### config.mk
export PLATFORM = sky130hd
export DESIGN_NAME = fifo_channel
export DESIGN_NICKNAME = d
export VERILOG_FILES = /design/src/hdl/dram_fifo_pkg.sv /design/src/hdl/fifo_channel.sv
export SDC_FILE = /design/constraint.sdc
export NUM_CORES = 1
export LEC_CHECK = 0
export BUFFER_PORTS_ARGS = -buffer_cell sky130_fd_sc_hd__buf_2
export CAP_MARGIN = 20
export CORE_MARGIN = 2
export CORE_UTILIZATION = 50
export DETAILED_ROUTE_END_ITERATION = 10
export PLACE_DENSITY = 0.8
export REMOVE_ABC_BUFFERS = 1
export SYNTH_ARGS = -nofsm -noshare
export SYNTH_HDL_FRONTEND = slang
export SYNTH_SLANG_ARGS = --single-unit
### constraint.sdc
create_clock -name ddr3_axi_clk -period 11.2 [get_ports ddr3_axi_clk]
set_clock_uncertainty 0.1 [all_clocks]
set_input_delay 0.56 -clock ddr3_axi_clk [delete_from_list [all_inputs] [get_ports ddr3_axi_clk]]
set_output_delay 0.56 -clock ddr3_axi_clk [all_outputs]
set_load 0.05 [all_outputs]
### src/hdl/dram_fifo_pkg.sv
//--------------------------------------------------
// dual stream FIFO shared definitions
// widths, region map and the beat and request types
//--------------------------------------------------

package dram_fifo_pkg;

  //--------------------------------------------------
  // widths and region map
  //--------------------------------------------------
  localparam int DATA_W     = 64;                     // stream data width
  localparam int NUM_CHAN   = 2;                      // fifo channels sharing the ram
  localparam int CHAN_W     = $clog2(NUM_CHAN);       // channel index width
  localparam int FIFO_DEPTH = 64;                     // words per channel region
  localparam int PTR_W      = $clog2(FIFO_DEPTH);     // pointer inside one region
  localparam int ADDR_W     = 7;                      // covers NUM_CHAN*FIFO_DEPTH
  localparam int MEM_WORDS  = NUM_CHAN * FIFO_DEPTH;  // total ram words
  localparam int OB_DEPTH   = 2;                      // output buffer entries per channel

  //--------------------------------------------------
  // stream beat, also the word kept in the ram
  //--------------------------------------------------
  typedef struct packed {
    logic [DATA_W-1:0] data;  // payload
    logic              last;  // end of packet
  } axis_beat_t;

  // one channel's request to the shared ram
  typedef struct packed {
    logic              req;    // level, held until granted
    logic              we;     // 1 write, 0 read
    logic [ADDR_W-1:0] addr;   // absolute ram address
    axis_beat_t        wbeat;  // write payload
  } mem_req_t;

endpackage

### src/hdl/fifo_channel.sv
//--------------------------------------------------
// one fifo channel over a fixed ram region
// write staging, pointers, read prefetch, out buffer
//--------------------------------------------------

`timescale 1ns/1ps

module fifo_channel
  import dram_fifo_pkg::*;
#(
  parameter int CHAN_ID = 0  // selects the region, base is CHAN_ID*FIFO_DEPTH
) (
  input  logic       ddr3_axi_clk,
  input  logic       i_reset,
  // input stream
  input  axis_beat_t i_in_beat,
  input  logic       i_in_valid,
  output logic       o_in_ready,
  // output stream
  output axis_beat_t o_out_beat,
  output logic       o_out_valid,
  input  logic       i_out_ready,
  // shared ram access through the arbiter
  output mem_req_t   o_mem_req,
  input  logic       i_grant,     // one-cycle strobe, same cycle as the request
  input  logic       i_rd_valid,  // our read beat is on i_rd_beat
  input  axis_beat_t i_rd_beat
);

  //--------------------------------------------------
  // declarations
  //--------------------------------------------------
  logic [ADDR_W-1:0] base_addr;        // start of this channel's region
  axis_beat_t        stg_beat;         // staging register
  logic              stg_full;
  logic [PTR_W-1:0]  wr_ptr;           // next word to write
  logic [PTR_W-1:0]  rd_ptr;           // next word to read
  logic [PTR_W:0]    word_cnt;         // words held in the region, 0..FIFO_DEPTH
  axis_beat_t        ob_mem [OB_DEPTH];
  logic              ob_wr_idx;
  logic              ob_rd_idx;
  logic [1:0]        ob_cnt;           // 0..2 beats waiting at the output
  logic [1:0]        ob_occ;           // buffer plus read in flight
  logic              rd_want;
  logic              wr_want;
  logic              wait_q;           // request seen but not granted last cycle
  logic              held_rd_q;        // op type of that waiting request
  logic              op_rd;            // op requested this cycle is a read
  logic              req;
  logic              rd_grant;
  logic              wr_grant;
  logic              ob_push;
  logic              ob_pop;

  assign base_addr = ADDR_W'(CHAN_ID * FIFO_DEPTH);

  //--------------------------------------------------
  // request selection
  //--------------------------------------------------
  // a read is in flight exactly while i_rd_valid is high
  assign ob_occ  = ob_cnt + {1'b0, i_rd_valid};
  assign rd_want = (word_cnt != '0) && (ob_occ < OB_DEPTH);       // prefetch first
  assign wr_want = stg_full && (word_cnt < (PTR_W+1)'(FIFO_DEPTH)); // room in region

  // a waiting request keeps its type, the other fields only move on a grant
  assign op_rd = wait_q ? held_rd_q : rd_want;
  assign req   = wait_q | rd_want | wr_want;

  assign o_mem_req.req   = req;
  assign o_mem_req.we    = ~op_rd;
  assign o_mem_req.addr  = base_addr + ADDR_W'(op_rd ? rd_ptr : wr_ptr);
  assign o_mem_req.wbeat = stg_beat;

  assign rd_grant = i_grant & op_rd;
  assign wr_grant = i_grant & ~op_rd;

  always_ff @(posedge ddr3_axi_clk) begin
    if (i_reset) begin
      wait_q    <= 1'b0;
      held_rd_q <= 1'b0;
    end else begin
      wait_q    <= req & ~i_grant;  // lost arbitration, hold it
      held_rd_q <= op_rd;
    end
  end

  //--------------------------------------------------
  // input staging
  //--------------------------------------------------
  assign o_in_ready = ~stg_full;  // one beat deep

  always_ff @(posedge ddr3_axi_clk) begin
    if (i_reset) begin
      stg_full <= 1'b0;
    end else if (i_in_valid && o_in_ready) begin
      stg_full <= 1'b1;
    end else if (wr_grant) begin
      stg_full <= 1'b0;  // beat moved into the ram
    end
  end

  always_ff @(posedge ddr3_axi_clk) begin
    if (i_in_valid && o_in_ready) begin
      stg_beat <= i_in_beat;
    end
  end

  //--------------------------------------------------
  // region pointers and count
  //--------------------------------------------------
  always_ff @(posedge ddr3_axi_clk) begin
    if (i_reset) begin
      wr_ptr   <= '0;
      rd_ptr   <= '0;
      word_cnt <= '0;
    end else begin
      if (wr_grant) begin
        wr_ptr   <= wr_ptr + 1'b1;    // wraps at region end
        word_cnt <= word_cnt + 1'b1;
      end
      if (rd_grant) begin
        rd_ptr   <= rd_ptr + 1'b1;
        word_cnt <= word_cnt - 1'b1;  // one op per cycle, never both
      end
    end
  end

  //--------------------------------------------------
  // output buffer
  //--------------------------------------------------
  assign ob_push     = i_rd_valid;
  assign ob_pop      = o_out_valid & i_out_ready;
  assign o_out_valid = (ob_cnt != 2'd0);
  assign o_out_beat  = ob_mem[ob_rd_idx];

  always_ff @(posedge ddr3_axi_clk) begin
    if (i_reset) begin
      ob_wr_idx <= 1'b0;
      ob_rd_idx <= 1'b0;
      ob_cnt    <= 2'd0;
    end else begin
      if (ob_push) begin
        ob_wr_idx <= ~ob_wr_idx;
      end
      if (ob_pop) begin
        ob_rd_idx <= ~ob_rd_idx;
      end
      case ({ob_push, ob_pop})
        2'b10:   ob_cnt <= ob_cnt + 2'd1;
        2'b01:   ob_cnt <= ob_cnt - 2'd1;
        default: ob_cnt <= ob_cnt;  // idle or push and pop together
      endcase
    end
  end

  always_ff @(posedge ddr3_axi_clk) begin
    if (ob_push) begin
      ob_mem[ob_wr_idx] <= i_rd_beat;
    end
  end

endmodule

==> results of run 1 <==
[power by group through the flow]
stage / combinational, W / clock (W) / sequential, W
after floorplan: 0.000516 / 0 / 0.00112
after global placement: 0.000757 / 0 / 0.00103
after detailed placement: 0.000769 / 0 / 0.00104
after CTS: 0.000772 / 0.000678 / 0.00102
after global routing: 0.000813 / 0.000703 / 0.00103
final: 0.000767 / 0.000659 / 0.00102
[Yosys cell counts, types with 2 or more instances]
library cell	instances	area [um2]
edfxtp_1	195	5860
mux2_2	69	777
buf_1	2	7.51
buf_2	2	10.0
o31ai_1	2	15.0
o211ai_1	2	15.0
nand2_1	24	90.1
dfxtp_1	27	541
clkbuf_1	9	33.8
ha_1	4	50.1
nand3_1	3	15.0
xor2_1	5	43.8
inv_1	5	18.8
nor3_1	6	30.0
a21oi_1	5	25.0
or4_1	3	22.5
nor4_1	2	12.5
o21a_1	2	15.0
and4_1	4	35.0
nor2b_1	5	31.3
nor2_1	25	93.8
or3_1	4	25.0
and2_1	2	12.5
nand4_1	2	12.5
o21ai_0	2	10.0
buf_4	2	15.0
xnor2_1	9	78.8
mux2i_1	7	70.1
[worst max-delay path: stages (launching register included)]
cell and delay [ns]:
dfxtp_1 0.48, and4b_1 0.27, a221oi_2 0.48, nor2_2 0.26
inv_1 0.37, nand2_1 0.12, nand2_1 0.09, buf_2 0.26
[layout by cell type (no fill, tap or decap), types with 5 or more instances in the layout]
master	n
inv_1	5
nand2_1	24
clkinv_1	6
dfxtp_1	26
buf_2	275
a21oi_1	5
nor2_1	24
xor2_1	5
mux2i_1	7
nor3_1	6
clkbuf_16	23
mux2_2	69
xnor2_1	9
edfxtp_1	195
[path summary, 6_finish.rpt]
| check | end | startpoint | slack (ns) |
|---|---|---|---|
| min | o_mem_req[41] | i_in_beat[41] | 0.14 |
| min reg2reg | wr_ptr[5] | wr_ptr[5] | 0.41 |
| max reg2reg | word_cnt[6] | wait_q | 8.19 |
| max | o_mem_req[67] | wait_q | 7.71 |
[flip-flops by register name, indices dropped and copies added, names as in the netlist, named ones only]
signal and count:
held_rd_q 1, ob_cnt 2, stg_full 1, word_cnt 7
o_mem_req 65, rd_ptr 6, ob_wr_idx 1, ob_mem 130
wait_q 1, ob_rd_idx 1, wr_ptr 6
[through the flow]
step	utilization, %	power (W)	instance area [um2]	hold WS (ns)	setup slack, ns
after floorplan	-	0.00164	8000	0.346	7.19
after detailed placement	61.3	0.00181	9700	0.384	8.02
after global placement	61.3	0.00179	9700	0.369	8.14
after CTS	65.4	0.00247	10400	0.118	7.71
after global routing	65.4	0.00255	10400	0.119	7.58
final	65.4	0.00245	10400	0.137	7.71
[kinds of logic (layout without fill, tap and decap cells)]
kind of cell             after synthesis  in the layout
buffers and inverters                 20            323
other                                  1              1
AO/OA/AOI/OAI                         17             17
multiplexers                          76             76
flip-flops                           222            222
adder cells (fa/ha/maj)                4              4
XOR/XNOR                              14             14
AND/OR/NAND/NOR                       87             87
[cell type report]
type | count | area share, %
clock buffer | 26 | 5.67
clock inverter | 13 | 0.653
inverter | 5 | 0.181
multi-input combinational | 199 | 15.5
sequential | 222 | 61.8
tap | 216 | 2.61
timing repair buffer | 279 | 13.6
[per-layer routing]
layer	wire, um	part of all wire, %	vias up
li1	-	-	2263
met1	6340	37	2322
met2	8280	49	244
met3	1940	11	29
met4	352	2.1	0
met5	0	0	-
==> impl_results.md, run 1 <==
* Antenna cells at 0
* Main combinational cell family by area after synthesis: multiplexers
* Sw Pwr at 0.000872 W
* Hold Crit Class: in2reg
* TritonCTS Buffers at 23
* Vias in the first global route at 4,811
* GRT overflow at 0
* DR DRC count at 0
* Flip-flop and latch area at between 6000 and 7000 um2
* Post-Synth Adder-Cell Area at 0.620%
* CTS tree: yes
* CTS Hold Bufs at 0
* Post-Synth Simple-Gate Area at 5.54%
* 1st-pass router iterations at 4
* Top FF cell, synth: edfxtp_1
* Grt met3 use at 6.23%
* Critical path class: reg2out
* Clock share of power at roughly 27%
* Post-synthesis compound-gate area fraction at 1.46%
* Initial drt markers at 220
* CP arrival at between 2 and 3 ns
* GPL Wtd Cong at a little over 0.8
* Crit end category: output port
* Max Root-Sink Buffers at 3
* Die span in y at 131 um
* Final Max Tran Viols at 0
* Max Cap Viol at 0
* GRT busiest layer: met2
* Seq pwr share at a little over two fifths
* Crit start category: flip-flop
* P_leak at 4.10 nW
* Xor and xnor area share after synthesis at 1.52%
* Share of layout cells above drive strength 1 at approximately 52%
* First-pass GRT wire length at 24,400 um
* WP data required at 10.54 ns
* Post-synth EDFFs at ~200
* Dpl hpwl at roughly 12,000 um
* RSZ-0062 raised after global routing: no
* Seq cells post-synth at approximately 220
* Post-CTS resize count at 0
* Final wirelength at roughly 17,000 um
* Die Wd at 131 um
* H-tree Lvls at 1
* Async SR Flop Fraction at 0%
* Area of the core at between 15,000 and 20,000 um2
* Routed Antenna Nets at 0
* R2r worst-path depth at 9
* Final Non-Filler Cells at 960
* Power share of the combinational group at 31.3%
* Max frequency at 287 MHz
* Synth-to-layout area growth at 28.3%
* Clk_lat worst skew at 0.49 ns
* Setup TNS at 0 ns
* Port Buffer Count at 275
* Initial antenna violation count at 0
* Met2 Usage GRT at between 30% and 40%
* Post-CTS setup buffers at 0
* GRT Util Overall at between 15 and 20%
* Clk sinks at 222
* Placed Cells incl. Taps at 921
* Synth warn at 0
* Met1 Resource Use GR at approximately 22%
* Clock-pin slew on the worst setup and hold paths at about 0.060 ns
* Register area share after synthesis at 79.3%
* Pwr Density at between 200 and 250 nW/um2
* Syn Area/Cell at 18.3 um2
* Power Internal at 0.00158 W
* CP Max Fanout at 12
* Initial Util at 51.0%
* Mux contribution to synthesized area at 10.5%
* Mapped Cells at 441
* Largest net degree at the start of global routing at 66
* WL/cell at 17.6 um
* Worst slew pin tran at 0.869 ns
* Multi-input logic area at 1600 um2
* Period utilization at 31.1%
* Final Hold Viols at 0
* Vias at slightly below 5,000
* Fill count at roughly 1,100
* DIE AREA at 17,200 um2
* Status: complete, no violations
* Top Ports at 277
* Mapped cell area at 8070 um2
* Netlist cell types at 40
* Site Rows at 46
* Slew HR at 42.0%
* Root Buffer: clkbuf_16
* Switching share of power at 35.6%
* Setup violators final at 0
* Min cycle time layout at approximately 3.5 ns
* Peak supply drop at 0.172 mV
* Via density at 5.06
* Hold Path Stages at 1
* Nets at 870
(Power assumes the default switching activity.)
==> inputs of run 2 (changes only) <==
clock period = 3.3 ns   (was 11.2 ns; I/O delays follow)
==> run 2 against run 1 <==
Wire length up 25%. Die area stayed put. Flip-flop and latch count unchanged. Setup slack worse by 7.4 ns. Via count grew 15%. Core utilization is 9.1 points higher. Combinational power grew to 3.7 times the previous value. Design area is 14% higher. Global-route usage up 5.4 points. Worst hold slack got worse by 0.083 ns. Clock power increased to 3.6 times the previous value. Final cell count is 15% higher.
==> impl_results.md, run 2 (synthesized netlist as in run 1, its figures left out) <==
* Status: complete, no violations
* Post-CTS resize count at 0 (unchanged)
* Initial drt markers at 423 (+92%)
* WL/cell at 19.2 um (+9.0%)
* Vias in the first global route at 5,942 (+24%)
* 1st-pass router iterations at 5 (+1)
* P_leak at 4.70 nW (+15%)
* Pwr Density at 738 nW/um2 (+210%)
* Most frequent cells in the layout: buf_2 (275), edfxtp_1 (195), dlygate4sd3_1 (135)
* Largest register FFs at 130 (unchanged)
* Slew HR at 41.2% (-0.85 points)
* Pre-CTS setup slack at 0.486 ns (-7.54 ns)
* Synth-to-layout area growth at 46.1%
* Share of layout cells above drive strength 1 at 44.3% (-7.7 points)
* GRT Util Overall at 23.9% (+5.4 points)
* Initial Util at 51.0% (unchanged)
* Clk sinks at 222 (unchanged)
* Worst slew pin tran at 0.882 ns (+0.0128 ns)
* Min cycle time layout at 3.01 ns
* Largest net degree at the start of global routing at 66 (unchanged)
* GRT overflow at 0 (unchanged)
* Delay-heaviest family, CP: simple AND/OR/NAND/NOR gates
* Hold Crit Class: in2reg
* RSZ-0062 raised after global routing: no
* Fill count at 915 (-19%)
* DR DRC count at 0 (unchanged)
* Port Buffer Count at 275 (unchanged)
* CP arrival at 2.74 ns (-0.09 ns)
* Clock-pin slew on the worst setup and hold paths at 0.06 ns (about the same)
* Cells along the critical path: or4_4, nor3_4, buf_4, nor2_2, inv_1, nand2_1, nand2_1, buf_2
* Max Cap Viol at 0 (unchanged)
* WP data required at 3.03 ns (-7.51 ns)
* Top Ports at 277 (unchanged)
* Initial antenna violation count at 1 (+1)
* Period utilization at 91.1%
* Routed Antenna Nets at 0 (unchanged)
* Clk_lat worst skew at 0.50 ns (about the same)
* DIE AREA at 17,200 um2 (unchanged)
* GPL Wtd Cong at 0.885 (+6.5%)
* Most used cell, CP: nand2_1
* Area of the core at 15,800 um2 (unchanged)
* CP bufs+invs at 3 (+1)
* Site Rows at 46 (unchanged)
* Largest Register: ob_mem
* Die span in y at 131 um (unchanged)
* Max frequency at 333 MHz
* Critical path class: reg2out
* Final Hold Viols at 0 (unchanged)
* Via density at 5.05 (-0.13%)
* Crit end category: output port
* Most common cell after layout, fill and taps aside: buf_2
* Total power at 0.00871 W (+260%)
* Crit start category: flip-flop
* Final Max Tran Viols at 0 (unchanged)
* Nets at 1,008 (+16%)
* Critical path's slowest cell: or4_4
* Peak supply drop at 0.454 mV (+160%)
* Max Root-Sink Buffers at 3 (unchanged)
* Delay of the slowest cell on the worst path at 0.59 ns (+0.11 ns)
* TritonCTS Buffers at 23 (unchanged)
* CP Max Fanout at 12 (unchanged)
* Final wirelength at 21,100 um (+25%)
* Final setup margin at 0.292 ns (-7.42 ns)
* Dpl hpwl at 12,300 um (+5.0%)
* H-tree Lvls at 1 (unchanged)
* First-pass GRT wire length at 31,000 um (+27%)
* Die Wd at 131 um (unchanged)
* Vias at 5,564 (+15%)
* Setup violators final at 0 (unchanged)
* Root Buffer: clkbuf_16
* CTS tree: yes
==> run 2: cell types whose count changed in the layout (fill, tap and decap cells not counted), sizes merged <==
cell / delta
diode: +1
dlygate4sd3: +135
clkinv: -2
clkinvlp: +1
inv: +1
bufinv: +1
buf: +3
clkbuf: +1
==> run 2: worst paths after layout <==
| kind | from | endpoint | slack (ns) | depth (start not counted) |
|---|---|---|---|---|
| worst max-delay path | word_cnt[2] | o_mem_req[66] | 0.29 | 8 |
| worst max register to register | word_cnt[2] | word_cnt[4] | 0.41 | 9 |
| worst min register to register | wr_ptr[5] | wr_ptr[5] | 0.40 | 2 |
| worst min-delay path | i_reset | word_cnt[1] | 0.05 | 2 |
==> run 2: cell type report <==
class	instances	area [um2]	area share [%]
clock inverter	14	101	0.860
sequential	222	6400	54.3
clock buffer	27	591	5.01
antenna	1	2.50	0.0212
multi-input combinational	199	1600	13.6
timing repair buffer	417	2810	23.8
inverter	5	18.8	0.159
tap	216	270	2.29
==> run 2: layer usage <==
layer  GRT usage, %  share of wire, %  vias up
met4           7.32               2.4        0
met2           45.1                53      303
met3           6.23               8.9       40
met1           26.3                35     2681
li1               -                 -     2540
met5              0                 0        -
==> run 2: repair_timing <==
item | 4_1_cts | 5_1_grt
hold endpoints to repair | 201 | 0
endpoints found under the setup margin | 0 | 0
setup buffers | 0 | 0
hold buffers | 135 | 0
==> run 2: worst reg2reg max path, delay by kind of cell, from the launching register on <==
family	cells	cell delay, ns
xor gates and xnor gates	1	0.17
adders and majority gates	1	0.25
DFF	1	0.37
muxes	2	0.44
and+or+nand+nor	5	1.45
==> run 2: per-stage QoR <==
stage	std cells	setup TNS [ns]	cell area [um2]	utilization [%]	hold slack, ns
after floorplan	426	-55.89	8000	-	0.134
after global placement	924	0	9740	61.6	0.241
after detailed placement	924	0	9740	61.6	0.243
after CTS	1100	0	11800	74.5	0.0249
after global routing	1101	0	11800	74.5	0.0585
final	1101	0	11800	74.5	0.0539
==> run 2: power breakdown <==
| group | switching, W | total (W) | leakage [nW] | internal [W] |
|---|---|---|---|---|
| sequential | 0.000174 | 0.00351 | 2.06 | 0.00333 |
| combinational | 0.00192 | 0.00282 | 2.30 | 0.000897 |
| clock | 0.00102 | 0.00238 | 0.335 | 0.00136 |
| total | 0.00311 | 0.00871 | 4.70 | 0.00559 |
